**config.mk**
```make
export PLATFORM = sky130hd
export DESIGN_NAME = uartFrameBuilder
export DESIGN_NICKNAME = d
export VERILOG_FILES = /design/src/hdl/radarPkg.sv /design/src/hdl/uartFrameBuilder.sv
export VERILOG_INCLUDE_DIRS = /design/src /design/src/include
export SDC_FILE = /design/constraint.sdc
export NUM_CORES = 1
export LEC_CHECK = 0
export ABC_CLOCK_PERIOD_IN_PS = 3250
export BUFFER_PORTS_ARGS = -buffer_cell sky130_fd_sc_hd__buf_4
export CAP_MARGIN = 20
export CORE_ASPECT_RATIO = 1.4
export CORE_MARGIN = 2
export CORE_UTILIZATION = 25
export CTS_CLUSTER_DIAMETER = 150
export CTS_CLUSTER_SIZE = 28
export DETAILED_ROUTE_END_ITERATION = 12
export PLACE_DENSITY_LB_ADDON = 0.25
export SLEW_MARGIN = 20
export SYNTH_ARGS = -nofsm -noshare
export SYNTH_HDL_FRONTEND = slang
export SYNTH_SLANG_ARGS = --single-unit
```
**constraint.sdc**
```tcl
create_clock -name i_clk -period 3.25 [get_ports i_clk]
set_input_delay 0 -clock i_clk [delete_from_list [all_inputs] [get_ports i_clk]]
set_output_delay 0 -clock i_clk [all_outputs]
set_load 0.02 [all_outputs]
```
**src/include/radarDefines.svh**
```systemverilog
`ifndef RADAR_DEFINES_SVH
`define RADAR_DEFINES_SVH

// SPI timing
`define SPI_CLKS_PER_HALF_BIT 3
`define SPI_CS_INACTIVE_CLKS  10

// LMX register words
`define LMX_WORD_BITS    24
`define LMX_TX_N_ADDR    8'h24
`define LMX_LO1_N_ADDR   8'h24
`define LMX_TX_N_BASE    16'd100
`define LMX_IF_N_OFFSET  16'd2    // LO1 sits above TX
`define LMX_N_STEP       16'd1
`define LMX_VCO_CAL_WORD 24'h00201C

// UART and frame
`define UART_CLKS_PER_BIT 868     // 115200 baud at 100 MHz
`define FRAME_HEADER_BYTE 8'hCC
`define FRAME_MARKER_A    8'h55
`define FRAME_MARKER_B    8'h11
`define FRAME_STOP_BYTE   8'h99
`define FRAME_MARK_COUNT  3

`define SWEEP_POINTS_DEFAULT 200
`define DWELL_CYCLES_DEFAULT 80000

`endif

```
**src/hdl/radarPkg.sv**
```systemverilog
`include "radarDefines.svh"

package radarPkg;

    typedef logic [`LMX_WORD_BITS-1:0] lmxWord_t;

    typedef enum logic [1:0] {
        TGT_TX,
        TGT_LO1,
        TGT_BOTH
    } lmxTarget_t;

    typedef enum logic [2:0] {
        WRITE_TX,
        WRITE_LO1,
        WRITE_CAL,
        DWELL,
        WAIT_FRAME
    } seqState_t;

    typedef enum logic [2:0] {
        IDLE,
        HEADER,
        MARKER,
        DATA,
        STOP,
        DRAIN
    } frameState_t;

    typedef logic signed [47:0] iqSample_t;

    typedef enum logic [1:0] {
        I_TX,
        Q_TX,
        I_RX,
        Q_RX
    } iqComp_t;

endpackage

```
**src/hdl/uartFrameBuilder.sv**
```systemverilog
`timescale 1ns/1ps
`include "radarDefines.svh"

module uartFrameBuilder import radarPkg::*; #(
    parameter  int NumPoints = `SWEEP_POINTS_DEFAULT,
    localparam int IdxW      = (NumPoints > 1) ? $clog2(NumPoints) : 1
) (
    input  logic            i_clk,
    input  logic            i_resetN,
    input  logic            i_frameStart,
    output logic            o_frameBusy,
    output logic [IdxW-1:0] o_readIndex,
    output iqComp_t         o_readComp,
    input  iqSample_t       i_readData,
    output logic [7:0]      o_txByte,
    output logic            o_txSend,
    input  logic            i_txBusy
);

    frameState_t state;
    logic [1:0]  markCnt;
    logic [1:0]  byteCnt;    // Byte within sample, MSB first
    logic [7:0]  dataByte;
    logic        txReady;

    assign txReady  = !i_txBusy && !o_txSend;
    assign dataByte = i_readData[6'd47 - {byteCnt, 3'b000} -: 8];   // Bits 47:16 only

    always_ff @(posedge i_clk) begin
        if (!i_resetN) begin
            state       <= IDLE;
            o_frameBusy <= 1'b0;
            o_txSend    <= 1'b0;
            markCnt     <= '0;
            byteCnt     <= '0;
            o_readIndex <= '0;
            o_readComp  <= I_TX;
        end else begin
            o_txSend <= 1'b0;
            case (state)
                IDLE: begin
                    if (i_frameStart) begin
                        o_frameBusy <= 1'b1;
                        markCnt     <= '0;
                        byteCnt     <= '0;
                        o_readIndex <= '0;
                        o_readComp  <= I_TX;
                        state       <= HEADER;
                    end
                end
                HEADER: begin
                    if (txReady) begin
                        o_txSend <= 1'b1;
                        o_txByte <= `FRAME_HEADER_BYTE;
                        markCnt  <= markCnt + 1'b1;
                        if (markCnt == 2'(`FRAME_MARK_COUNT - 1)) begin
                            markCnt <= '0;
                            state   <= MARKER;
                        end
                    end
                end
                MARKER: begin   // 55 55 11 ahead of each point
                    if (txReady) begin
                        o_txSend <= 1'b1;
                        o_txByte <= (markCnt == 2'd2) ? `FRAME_MARKER_B : `FRAME_MARKER_A;
                        markCnt  <= markCnt + 1'b1;
                        if (markCnt == 2'd2) begin
                            markCnt <= '0;
                            state   <= DATA;
                        end
                    end
                end
                DATA: begin
                    if (txReady) begin
                        o_txSend <= 1'b1;
                        o_txByte <= dataByte;
                        byteCnt  <= byteCnt + 1'b1;
                        if (byteCnt == 2'd3) begin
                            o_readComp <= iqComp_t'(o_readComp + 1'b1);
                            if (o_readComp == Q_RX) begin
                                if (o_readIndex == IdxW'(NumPoints - 1)) begin
                                    state <= STOP;
                                end else begin
                                    o_readIndex <= o_readIndex + 1'b1;
                                    state       <= MARKER;
                                end
                            end
                        end
                    end
                end
                STOP: begin
                    if (txReady) begin
                        o_txSend <= 1'b1;
                        o_txByte <= `FRAME_STOP_BYTE;
                        markCnt  <= markCnt + 1'b1;
                        if (markCnt == 2'(`FRAME_MARK_COUNT - 1)) begin
                            state <= DRAIN;
                        end
                    end
                end
                DRAIN: begin
                    if (txReady) begin   // Last stop bit out
                        o_frameBusy <= 1'b0;
                        state       <= IDLE;
                    end
                end
                default: state <= IDLE;
            endcase
        end
    end

endmodule

```
==> results.md, run 1 <==
* DRT iter0 DRCs at 72
* Final ANT Viol Nets at 0
* Final Hold Vio Count at 0
* # fillers at ~750
* Post-Syn Area at 0.001754 mm^2
* Drt pass-1 iters at 4
* Crit path kind: flip-flop to flip-flop
* Sequential cell area fraction in the yosys report at between 30% and 40%
* Net Sw Power at 0.3792 mW
* Number of max-cap violations at 0
* Switch share at 36.40%
* Synth Area per Inst at 9.638 um^2
* Logic pwr share at 37.4%
* Crit path cell chain: ha_1, and4bb_2, o21ai_1, o211ai_1, a31oi_1
* RSZ-0062 raised after global routing: false
* Post-CTS setup buffer count at 0
* Delay-heaviest family, CP: compound AO/OA/AOI/OAI gates
* Period utilization at 63.00%
* Leakage power at 0.8874 nW
* Core area at 0.006892 mm^2
* Startpoint class of the critical path: flip-flop
* Worst Path Required at 3400 ps
* Main synth FF type: dfxtp_1
* CTS Root Cell: clkbuf_8
* GRT overflow at 0
* Commonest non-fill, non-tap cell in the layout: buf_4
* DIE WIDTH at roughly 75 um
* Area Growth Syn to Fin at 29.10%
* Clock latency at the later pin of the worst-skew pair at 270 ps
* Crit path max fanout at 10
* Routed WL per cell at 13.20 um
* Yosys warning total at 0
* Top Ports at 72
* CP arrival at ~2200 ps
* Seq cells post-synth at 27
* Count of cell types in the netlist at 51
* Initial core utilization at 25.45%
* Clock sink count at 27
* Initial antenna violation count at 0
* Crit path buffers/inverters at 0
* H-tree depth at 1
* Ant. Diodes at 0
* Layout cells sized above 1 at 32.61%
* Critical Path End Type: flip-flop
* Setup TNS Final at 0 ps
* Vias per std cell at approximately 4.9
* DRT Wirelength at between 4 and 5 mm
* Cells after synthesis at between 150 and 200
* Worst-Margin Slew at 625.9 ps
* RePlAce Congestion at about 0.83
* CTS Buf Count at 3
* Most frequent cells in the layout: buf_4 (56), nand2_1 (20), dfxtp_1 (19)
* Hold Slack at 60.89 ps
* Via count at 1604
* Final setup viols at 0
* Crit path max-delay cell type: dfxtp_1
* Largest net degree at the start of global routing at 21
* Skew final at 6.390 ps
* Slew Limit Fails at 0
* Layout Nets at 289
* CTS tree: built
* First-pass GRT wire length at 7.576 mm
* Dpl hpwl at 3.354 mm
* CTS resizes at 0
* Rel. slew slack at 58.21%
* Worst-path clk slew at approximately 100 ps
* Internal power consumption at 0.6625 mW
* Port Buffers at 55
* Drc violations at 0
* Vias in the first global route at 1652
* Vert. Die Dim at 103.1 um
* Status: completed
* Maximum vdd drop at 0.1639 mV
* Post-synth ARST share at 0%
* Clock Tree Buf Depth at 2
* Worst path max stage delay at 590 ps
* PD cells at 460.0 mW/mm^2
* Post-synth EDFFs at 8
* Std cell rows at 36
* Mapped Nets at 240
* Gr usage total at 12.36%
* Part of the power in registers at 43.9%
* Total Die Area at approximately 0.0077 mm^2
* Maximum clock frequency at around 490 MHz
* Tightest Hold Check Type: primary input to flip-flop
* CTS Hold Bufs at 0
* Final Critical Period at 2048 ps
* Clock power frac at 18.7%
-- registers in the layout, summed over array words and instances, names as in the netlist --
register     count
o_frameBusy      1
state            3
o_txSend         1
o_readIndex      8
o_readComp       2
markCnt          2
o_txByte         8
byteCnt          2
-- tightest hold or removal path: stages --
cell and delay (ps):
buf_4 180, inv_1 70, a211oi_1 40
-- final timing paths --
check | to | depth (start not counted) | slack (ps) | start
max | o_readIndex[3]$_SDFFE_PN0P_ | 5 | 1200 | byteCnt[1]$_SDFFE_PN0P_
min | markCnt[0]$_SDFFE_PN0P_ | 3 | 60 | i_resetN
max reg2reg | o_readIndex[3]$_SDFFE_PN0P_ | 5 | 1200 | byteCnt[1]$_SDFFE_PN0P_
min reg2reg | o_readComp[1]$_SDFFE_PN0P_ | 2 | 500 | o_readComp[1]$_SDFFE_PN0P_
-- Yosys cell counts (2+ instances only) --
master	number	share of area, %
o21a_1	4	1.7
buf_6	2	1.3
nand3_1	8	2.3
nor3_1	4	1.1
inv_1	6	1.3
a2bb2oi_1	2	1.0
a31oi_1	6	2.1
dfxtp_1	19	22
o22ai_1	3	1.1
and4bb_2	2	1.4
o211a_1	2	1.1
and3_1	3	1.1
nor2_1	10	2.1
nand2b_1	5	1.8
o221a_1	2	1.3
a21boi_0	2	0.86
a211oi_1	2	0.86
edfxtp_1	8	14
buf_2	3	0.86
nand3b_1	2	0.86
mux4_2	8	10
and2_1	4	1.4
nor3b_1	3	1.3
nand4_1	2	0.71
a32o_1	2	1.1
o211ai_1	2	0.86
o21ai_0	7	2.0
nand2_1	20	4.3
nor2b_1	3	1.1
clkbuf_1	5	1.1
a21oi_1	6	1.7
ha_1	6	4.3
-- final cells by class --
cell class	count	area, um^2	area share, %
timing repair buffer	56	420.4	18.56
sequential	27	620.6	27.40
tap	95	118.9	5.249
multi-input combinational	137	1036	45.75
inverter	6	22.52	0.9945
clock inverter	1	5.005	0.2210
clock buffer	3	41.29	1.823
-- power by group through the flow --
stage / Combinational (mW) / Sequential [mW] / Clock (mW)
after CTS: 0.392 / 0.457 / 0.205
after detailed placement: 0.391 / 0.465 / 0
after global placement: 0.389 / 0.466 / 0
after global routing: 0.441 / 0.469 / 0.216
final: 0.390 / 0.457 / 0.195
after floorplan: 0.328 / 0.435 / 0
-- kinds of logic (layout without fill, tap and decap cells) --
| family | count (synthesis) | after routing | synth area share, % |
|---|---|---|---|
| AO/OA/AOI/OAI | 49 | 49 | 21.26 |
| adder cells (fa/ha/maj) | 6 | 6 | 4.279 |
| buffers and inverters | 18 | 66 | 5.563 |
| flip-flops | 27 | 27 | 35.38 |
| multiplexers | 9 | 9 | 10.84 |
| AND/OR/NAND/NOR | 73 | 73 | 22.68 |
-- through the flow --
stage	cells	setup slack [ps]	util, %	total power [mW]	cell area (um^2)
4_1_cts	325	1181	32.86	1.054	2265
3_5_place_dp	321	1191	32.19	0.8557	2218
2_1_floorplan	182	1640	-	0.7632	1754
5_1_grt	325	1015	32.86	1.126	2265
6_report	325	1202	32.86	1.042	2265
3_3_place_gp	321	1201	32.19	0.8545	2218
-- metal layers --
| metal | track usage, % | wire length (um) |
|---|---|---|
| met2 | 21.51 | 2157 |
| met5 | 0 | 0 |
| met1 | 14.40 | 1726 |
| met4 | 4.258 | 51 |
| met3 | 3.421 | 355 |
No activity file was read; power rests on OpenSTA's default activity.
==> inputs of run 2 (changes only) <==
--- a/config.mk
+++ b/config.mk
@@ -6,7 +6,7 @@
 export SDC_FILE = /design/constraint.sdc
 export NUM_CORES = 1
 export LEC_CHECK = 0
-export ABC_CLOCK_PERIOD_IN_PS = 3250
+export ABC_CLOCK_PERIOD_IN_PS = 1700
 export BUFFER_PORTS_ARGS = -buffer_cell sky130_fd_sc_hd__buf_4
 export CAP_MARGIN = 20
 export CORE_ASPECT_RATIO = 1.4
==> constraint.sdc (replaced) <==
create_clock -name i_clk -period 1.7 [get_ports i_clk]
set_input_delay 0 -clock i_clk [delete_from_list [all_inputs] [get_ports i_clk]]
set_output_delay 0 -clock i_clk [all_outputs]
set_load 0.02 [all_outputs]
==> results.md, run 2 (same netlist as run 1, synthesis figures left out) <==
* Drt pass-1 iters at 4 (unchanged)
* Final Hold Vio Count at 0 (unchanged)
* Reg-to-Reg Start: byteCnt[0]$_SDFFE_PN0P_
* DIE WIDTH at 74.80 um (unchanged)
* Critical Path End Type: flip-flop
* Routed WL per cell at 13.51 um (+2.4%)
* Number of max-cap violations at 0 (unchanged)
* Clock Tree Buf Depth at 2 (unchanged)
* Worst R2R End: state[1]$_SDFFE_PN0P_
* Clock latency at the later pin of the worst-skew pair at 280 ps (about the same)
* Crit path max fanout at 4 (-6)
* Setup TNS Final at 0 ps (unchanged)
* Std cell rows at 36 (unchanged)
* Area Growth Syn to Fin at 44.94%
* Rel. slew slack at 71.50% (+13 points)
* Maximum vdd drop at 0.4306 mV (+160%)
* RSZ-0062 raised after global routing: false
* RePlAce Congestion at 0.8053 (-2.7%)
* Clock sink count at 27 (unchanged)
* First-pass GRT wire length at 8.162 mm (+7.7%)
* Ant. Diodes at 0 (unchanged)
* Skew final at 3.109 ps (-3.281 ps)
* Slew Limit Fails at 0 (unchanged)
* Hold Path Depth at 3 (unchanged)
* Vias in the first global route at 1734 (+5.0%)
* CTS tree: built
* Most frequent cells in the layout: buf_4 (80), nand2_1 (20), dfxtp_1 (16)
* Largest net degree at the start of global routing at 21 (unchanged)
* Leakage power at 1.041 nW (+17%)
* Initial antenna violation count at 0 (unchanged)
* CTS Buf Count at 3 (unchanged)
* Layout Nets at 315 (+9.0%)
* Placed cells at 347 (+8.1%)
* # fillers at 721 (-3.5%)
* Via count at 1698 (+5.9%)
* GRT overflow at 0 (unchanged)
* Final ANT Viol Nets at 0 (unchanged)
* Biggest regs: o_readIndex: 8 flops, o_txByte: 8 flops, state: 3 flops
* DRT iter0 DRCs at 50 (-31%)
* Vias per std cell at 4.838 (-2.0%)
* Crit path kind: flip-flop to flip-flop
* Total Die Area at 0.007712 mm^2 (unchanged)
* CTS resizes at 0 (unchanged)
* Core area at 0.006892 mm^2 (unchanged)
* DRT Wirelength at 4.743 mm (+11%)
* Period utilization at 95.26% (+32 points)
* Final cell count without fillers at 351 (+8.0%)
* Commonest non-fill, non-tap cell in the layout: buf_4
* CTS Hold Bufs at 0 (unchanged)
* Worst-Margin Slew at 426.7 ps (-199.3 ps)
* Dpl hpwl at 3.748 mm (+12%)
* Drc violations at 0 (unchanged)
* Layout cells sized above 1 at 43.75% (+11 points)
* Reg2reg setup slack at 80 ps (-1120 ps)
* Initial core utilization at 25.45% (unchanged)
* PD cells at 896.3 mW/mm^2 (+95%)
* Port Buffers at 55 (unchanged)
* Final setup viols at 0 (unchanged)
* Top Ports at 72 (unchanged)
* Status: completed
* H-tree depth at 1 (unchanged)
* Worst Path Required at 1880 ps (-1520 ps)
* Startpoint class of the critical path: flip-flop
* Tightest Hold Check Type: primary input to flip-flop
* Hold Path End: markCnt[0]$_SDFFE_PN0P_
* Vert. Die Dim at 103.1 um (unchanged)
* Maximum clock frequency at 617.5 MHz (+26%)
* Worst-path clk slew at 100 ps (about the same)
* CP arrival at 1800 ps (-400 ps)
* Post-CTS setup buffer count at 0 (unchanged)
* Hold Startpoint: i_resetN
* Final Critical Period at 1619 ps (-428.2 ps)
* Gr usage total at 13.50% (+1.1 points)
* Post-layout util at 36.89% (+4.0 points)
* CTS Root Cell: clkbuf_8
* R2R depth at 5 (unchanged)
run 2: changes by cell type in the layout (fill, tap and decap cells not counted), sizes merged:
cell,previous run,this run
clkinvlp,0,1
clkinv,1,0
buf,56,82
run 2: worst max-delay path by stage:
| stage | from | to | slack, ps | cells after the start |
|---|---|---|---|---|
| 3_5_place_dp | markCnt[0]$_SDFFE_PN0P_ | state[0]$_SDFFE_PN0P_ | 20 | 6 |
| 6_report | byteCnt[0]$_SDFFE_PN0P_ | state[1]$_SDFFE_PN0P_ | 80 | 5 |
| 4_1_cts | markCnt[0]$_SDFFE_PN0P_ | state[1]$_SDFFE_PN0P_ | 20 | 6 |
| 2_1_floorplan | o_readComp[0]$_SDFFE_PN0P_ | state[1]$_SDFFE_PN0P_ | 90 | 5 |
| 5_1_grt | state[0]$_SDFFE_PN0P_ | o_readComp[0]$_SDFFE_PN0P_ | 2 | 5 |
| 3_3_place_gp | state[1]$_SDFFE_PN0P_ | markCnt[1]$_SDFFE_PN0P_ | 40 | 5 |
run 2: routing by layer:
metal  global-route usage [%]  wire length (um)  vias up
met3                    2.737               305        6
met5                        0                 0        -
met1                    15.67              1941      804
met4                    4.808                91        0
met2                    24.17              2404       49
li1                         -                 -      839
run 2: where the power goes:
| group | internal, mW | switching (mW) |
|---|---|---|
| clock network | 0.167 | 0.228 |
| registers | 0.754 | 0.0766 |
| logic | 0.542 | 0.511 |
| total | 1.46 | 0.816 |
run 2: cell type report:
type	instances	area [um^2]	share of cell area (%)
clock buffer	3	41.29	1.624
clock inverter	1	7.507	0.2953
inverter	6	22.52	0.8858
multi-input combinational	137	1087	42.77
sequential	27	624.3	24.56
tap	95	118.9	4.675
timing repair buffer	82	640.6	25.20
run 2: worst max-delay path, cell delays in order, from the launching register on:
cell and delay, ps:
dfxtp_1 350, ha_1 190, and4bb_2 320, o32ai_4 130, or2_4 280, o221a_1 250
run 2: through the flow:
step	power [mW]	worst slack (ps)	hold slack [ps]	instance area (um^2)
2_1_floorplan	1.459	89.68	238.3	1754
3_3_place_gp	1.811	44.05	358.3	2439
3_5_place_dp	1.816	24.33	365.1	2439
4_1_cts	2.222	18.17	57.07	2487
5_1_grt	2.449	2.481	81.60	2542
6_report	2.279	80.60	60.10	2542
==> inputs of run 3 (changes only) <==
--- a/config.mk
+++ b/config.mk
@@ -6,12 +6,14 @@
 export SDC_FILE = /design/constraint.sdc
 export NUM_CORES = 1
 export LEC_CHECK = 0
+export ABC_AREA = 1
 export ABC_CLOCK_PERIOD_IN_PS = 1700
 export BUFFER_PORTS_ARGS = -buffer_cell sky130_fd_sc_hd__buf_4
 export CAP_MARGIN = 20
 export CORE_ASPECT_RATIO = 1.4
 export CORE_MARGIN = 2
 export CORE_UTILIZATION = 25
+export CTS_BUF_LIST = sky130_fd_sc_hd__clkbuf_8
 export CTS_CLUSTER_DIAMETER = 150
 export CTS_CLUSTER_SIZE = 28
 export DETAILED_ROUTE_END_ITERATION = 12
==> results.md, run 3 <==
* Status: completed
* Sequential cell area fraction in the yosys report at 33.49% (-1.9 points)
* Ant. Diodes at 0 (unchanged)
* Vias in the first global route at 1907 (+10%)
* Critical Path End Type: flip-flop
* Drt pass-1 iters at 4 (unchanged)
* Maximum vdd drop at 0.4301 mV (-0.13%)
* Leakage power at 1.148 nW (+10%)
* Largest area contributor in the netlist: dfxtp_1
* Dpl hpwl at 3.802 mm (+1.4%)
* Post-synth EDFFs at 8 (unchanged)
* Initial core utilization at 25.49% (+0.041 points)
* Layout Nets at 400 (+27%)
* Final setup viols at 0 (unchanged)
* Mapped Nets at 336 (+40%)
* Synth Area per Inst at 6.666 um^2 (-31%)
* Hold Path End: state[1]$_SDFFE_PN0P_
* Post-Syn Area at 0.001853 mm^2 (+5.6%)
* DRT Wirelength at 4.955 mm (+4.5%)
* R2R depth at 9 (+4)
* RSZ-0062 raised after global routing: false
* Clock Tree Buf Depth at 2 (unchanged)
* First-pass GRT wire length at 8.597 mm (+5.3%)
* Initial antenna violation count at 0 (unchanged)
* Crit path cell chain: nor2_2, inv_2, nand2_1, nand2_2, nor2_8, nand3_2, nand2_1, nand2_1, nor2_1
* Power, Total at 3.109 mW (+36%)
* Core area at 0.007268 mm^2 (+5.5%)
* Crit path top cell by count: nand2_1
* Routed WL per cell at 11.31 um (-16%)
* Top cells by area, synth: dfxtp_1 (21%), nand2_1 (16%), edfxtp_1 (13%), nor2_1 (7.7%), nand3_1 (7.3%)
* Maximum clock frequency at 658.9 MHz (+6.7%)
* Design Area, Final at 0.002500 mm^2 (-1.7%)
* Layout cells sized above 1 at 28.15% (-16 points)
* Worst Path Required at 1930 ps (+50 ps)
* Main synth FF type: dfxtp_1
* Drc violations at 0 (unchanged)
* Cell count along the critical path at 9 (+4)
* GRT overflow at 0 (unchanged)
* Crit path max-delay cell type: dfxtp_1
* Biggest regs: o_readIndex: 8 flops, o_txByte: 8 flops, state: 3 flops
* Clock latency at the later pin of the worst-skew pair at 280 ps (about the same)
* H-tree depth at 1 (unchanged)
* CTS Buf Count at 3 (unchanged)
* Count of cell types in the netlist at 33 (-35%)
* Delay-heaviest family, CP: simple AND/OR/NAND/NOR gates
* Number of max-cap violations at 0 (unchanged)
* Total Die Area at 0.008126 mm^2 (+5.4%)
* CTS tree: built
* Crit path max fanout at 8 (+4)
* Largest net degree at the start of global routing at 23 (+9.5%)
* Hold Startpoint: i_resetN
* Startpoint class of the critical path: flip-flop
* Rel. slew slack at 75.30% (+3.8 points)
* Std cell rows at 37 (+2.8%)
* Tightest Hold Check Type: primary input to flip-flop
* Share of the synthesized area in the top cell type at 20.53% (-1.2 points)
* Commonest non-fill, non-tap cell in the layout: nand2_1
* Final Hold Vio Count at 0 (unchanged)
* Worst R2R End: state[0]$_SDFFE_PN0P_
* PD cells at 1244 mW/mm^2 (+39%)
* Worst path max stage delay at 340 ps (about the same)
* Period utilization at 89.28% (-6.0 points)
* Reg-to-Reg Start: o_txSend$_SDFF_PN0_
* RePlAce Congestion at 0.8228 (+2.2%)
* CP arrival at 1750 ps (-50 ps)
* Cells after synthesis at 278 (+53%)
* Final Critical Period at 1518 ps (-101.7 ps)
* Most frequent cells in the layout: nand2_1 (80), buf_4 (69), nor2_1 (38)
* Seq cells post-synth at 27 (unchanged)
* Skew final at 3.968 ps (+0.8586 ps)
* Reg2reg setup slack at 180 ps (+100 ps)
* Crit path buffers/inverters at 1 (+1)
* Setup TNS Final at 0 ps (unchanged)
* DP Area at 0.002435 mm^2 (-0.15%)
* Gr usage total at 12.79% (-0.71 points)
* Final ANT Viol Nets at 0 (unchanged)
* Crit path kind: flip-flop to flip-flop
* Area Growth Syn to Fin at 34.91%
* Post-synth ARST share at 0% (unchanged)
* Worst-path clk slew at 100 ps (about the same)
* CTS Root Cell: clkbuf_8
* Most frequent cells after synthesis: nand2_1 (80), nor2_1 (38), nand3_1 (27), inv_1 (23), a21oi_1 (21)
* DRT iter0 DRCs at 90 (+80%)
* Top Ports at 72 (unchanged)
* Hold Path Depth at 3 (unchanged)
* DIE WIDTH at 76.76 um (+2.6%)
* Yosys warning total at 0 (unchanged)
* Most common cell in the synthesized netlist: nand2_1
* Post-layout util at 34.39% (-2.5 points)
* Vias per std cell at 4.438 (-8.3%)
* Via count at 1944 (+14%)
* Clock sink count at 27 (unchanged)
* Worst-Margin Slew at 370.1 ps (-56.61 ps)
* Port Buffers at 55 (unchanged)
* Slew Limit Fails at 0 (unchanged)
* Vert. Die Dim at 105.9 um (+2.7%)
-- run 3: changes by cell type after synthesis, sizes merged, moves of 4 or more --
cell / before / now
nand2: 20 / 85
nor2: 10 / 42
inv: 6 / 28
nand3: 8 / 29
a21oi: 7 / 22
mux4: 8 / 0
o21ai: 8 / 16
a31oi: 6 / 0
and2: 5 / 0
nand2b: 5 / 0
nor3: 4 / 0
o21a: 4 / 0
-- run 3: worst max-delay path by stage --
stage / start / to / slack [ps]
after floorplan: o_txSend$_SDFF_PN0_ / o_txByte[0]$_DFFE_PP_ / 80
after global placement: state[1]$_SDFFE_PN0P_ / o_readComp[1]$_SDFFE_PN0P_ / 100
after detailed placement: state[1]$_SDFFE_PN0P_ / o_readComp[1]$_SDFFE_PN0P_ / 50
after CTS: state[1]$_SDFFE_PN0P_ / o_readComp[0]$_SDFFE_PN0P_ / 40
after global routing: o_txSend$_SDFF_PN0_ / state[0]$_SDFFE_PN0P_ / 20
final: o_txSend$_SDFF_PN0_ / state[0]$_SDFFE_PN0P_ / 180
-- run 3: worst register-to-register path: stages (launching register included) --
cell and delay [ps]:
dfxtp_1 340, nor2_2 230, inv_2 120, nand2_1 120
nand2_2 100, nor2_8 190, nand3_2 160, nand2_1 90
nand2_1 50, nor2_1 70
-- run 3: logic make-up (layout without fill, tap and decap cells) --
group                    count (synthesis)  after routing  synth area share, %
AND/OR/NAND/NOR                        165            165                41.39
flip-flops                              27             27                33.49
buffers and inverters                   40            103                9.317
adder cells (fa/ha/maj)                  6              6                4.051
AO/OA/AOI/OAI                           40             40                11.75
-- run 3: repair_timing --
action	in CTS	in global routing
endpoints found under the hold margin	1	0
gates resized for setup	0	4
hold buffers	1	0
buffers inserted	0	0
endpoints found under the setup margin	0	24
-- run 3: area by class of cell --
class,count,area (um^2)
repair buffers,70,528.0
clock inverters,1,5.005
fillers,797,4768
multi-input cells,211,1071
clock buffers,3,41.29
flip-flops and latches,27,624.3
inverters,29,108.9
well taps,97,121.4
-- run 3: layer usage --
layer | vias up | GRT usage, % | part of all wire [%]
met2 | 62 | 22.74 | 47
met4 | 0 | 3.636 | 1.7
met1 | 850 | 15.29 | 45
met5 | - | 0 | 0
li1 | 1025 | - | -
met3 | 7 | 2.825 | 6.3
-- run 3: stage by stage --
stage / worst slack (ps) / std cells / hold slack [ps]
global route: 15.13 / 438 / 3.332
floorplan: 79.02 / 278 / 159.9
finish: 182.3 / 438 / 1.931
CTS: 38.90 / 438 / 7.339
detailed placement: 53.94 / 433 / 302.4
global placement: 95.80 / 433 / 298.5
-- run 3: power breakdown --
group	switching, mW	total, mW	internal (mW)
clock	0.224	0.389	0.165
combinational	1.13	1.78	0.648
sequential	0.119	0.941	0.822
total	1.47	3.11	1.64
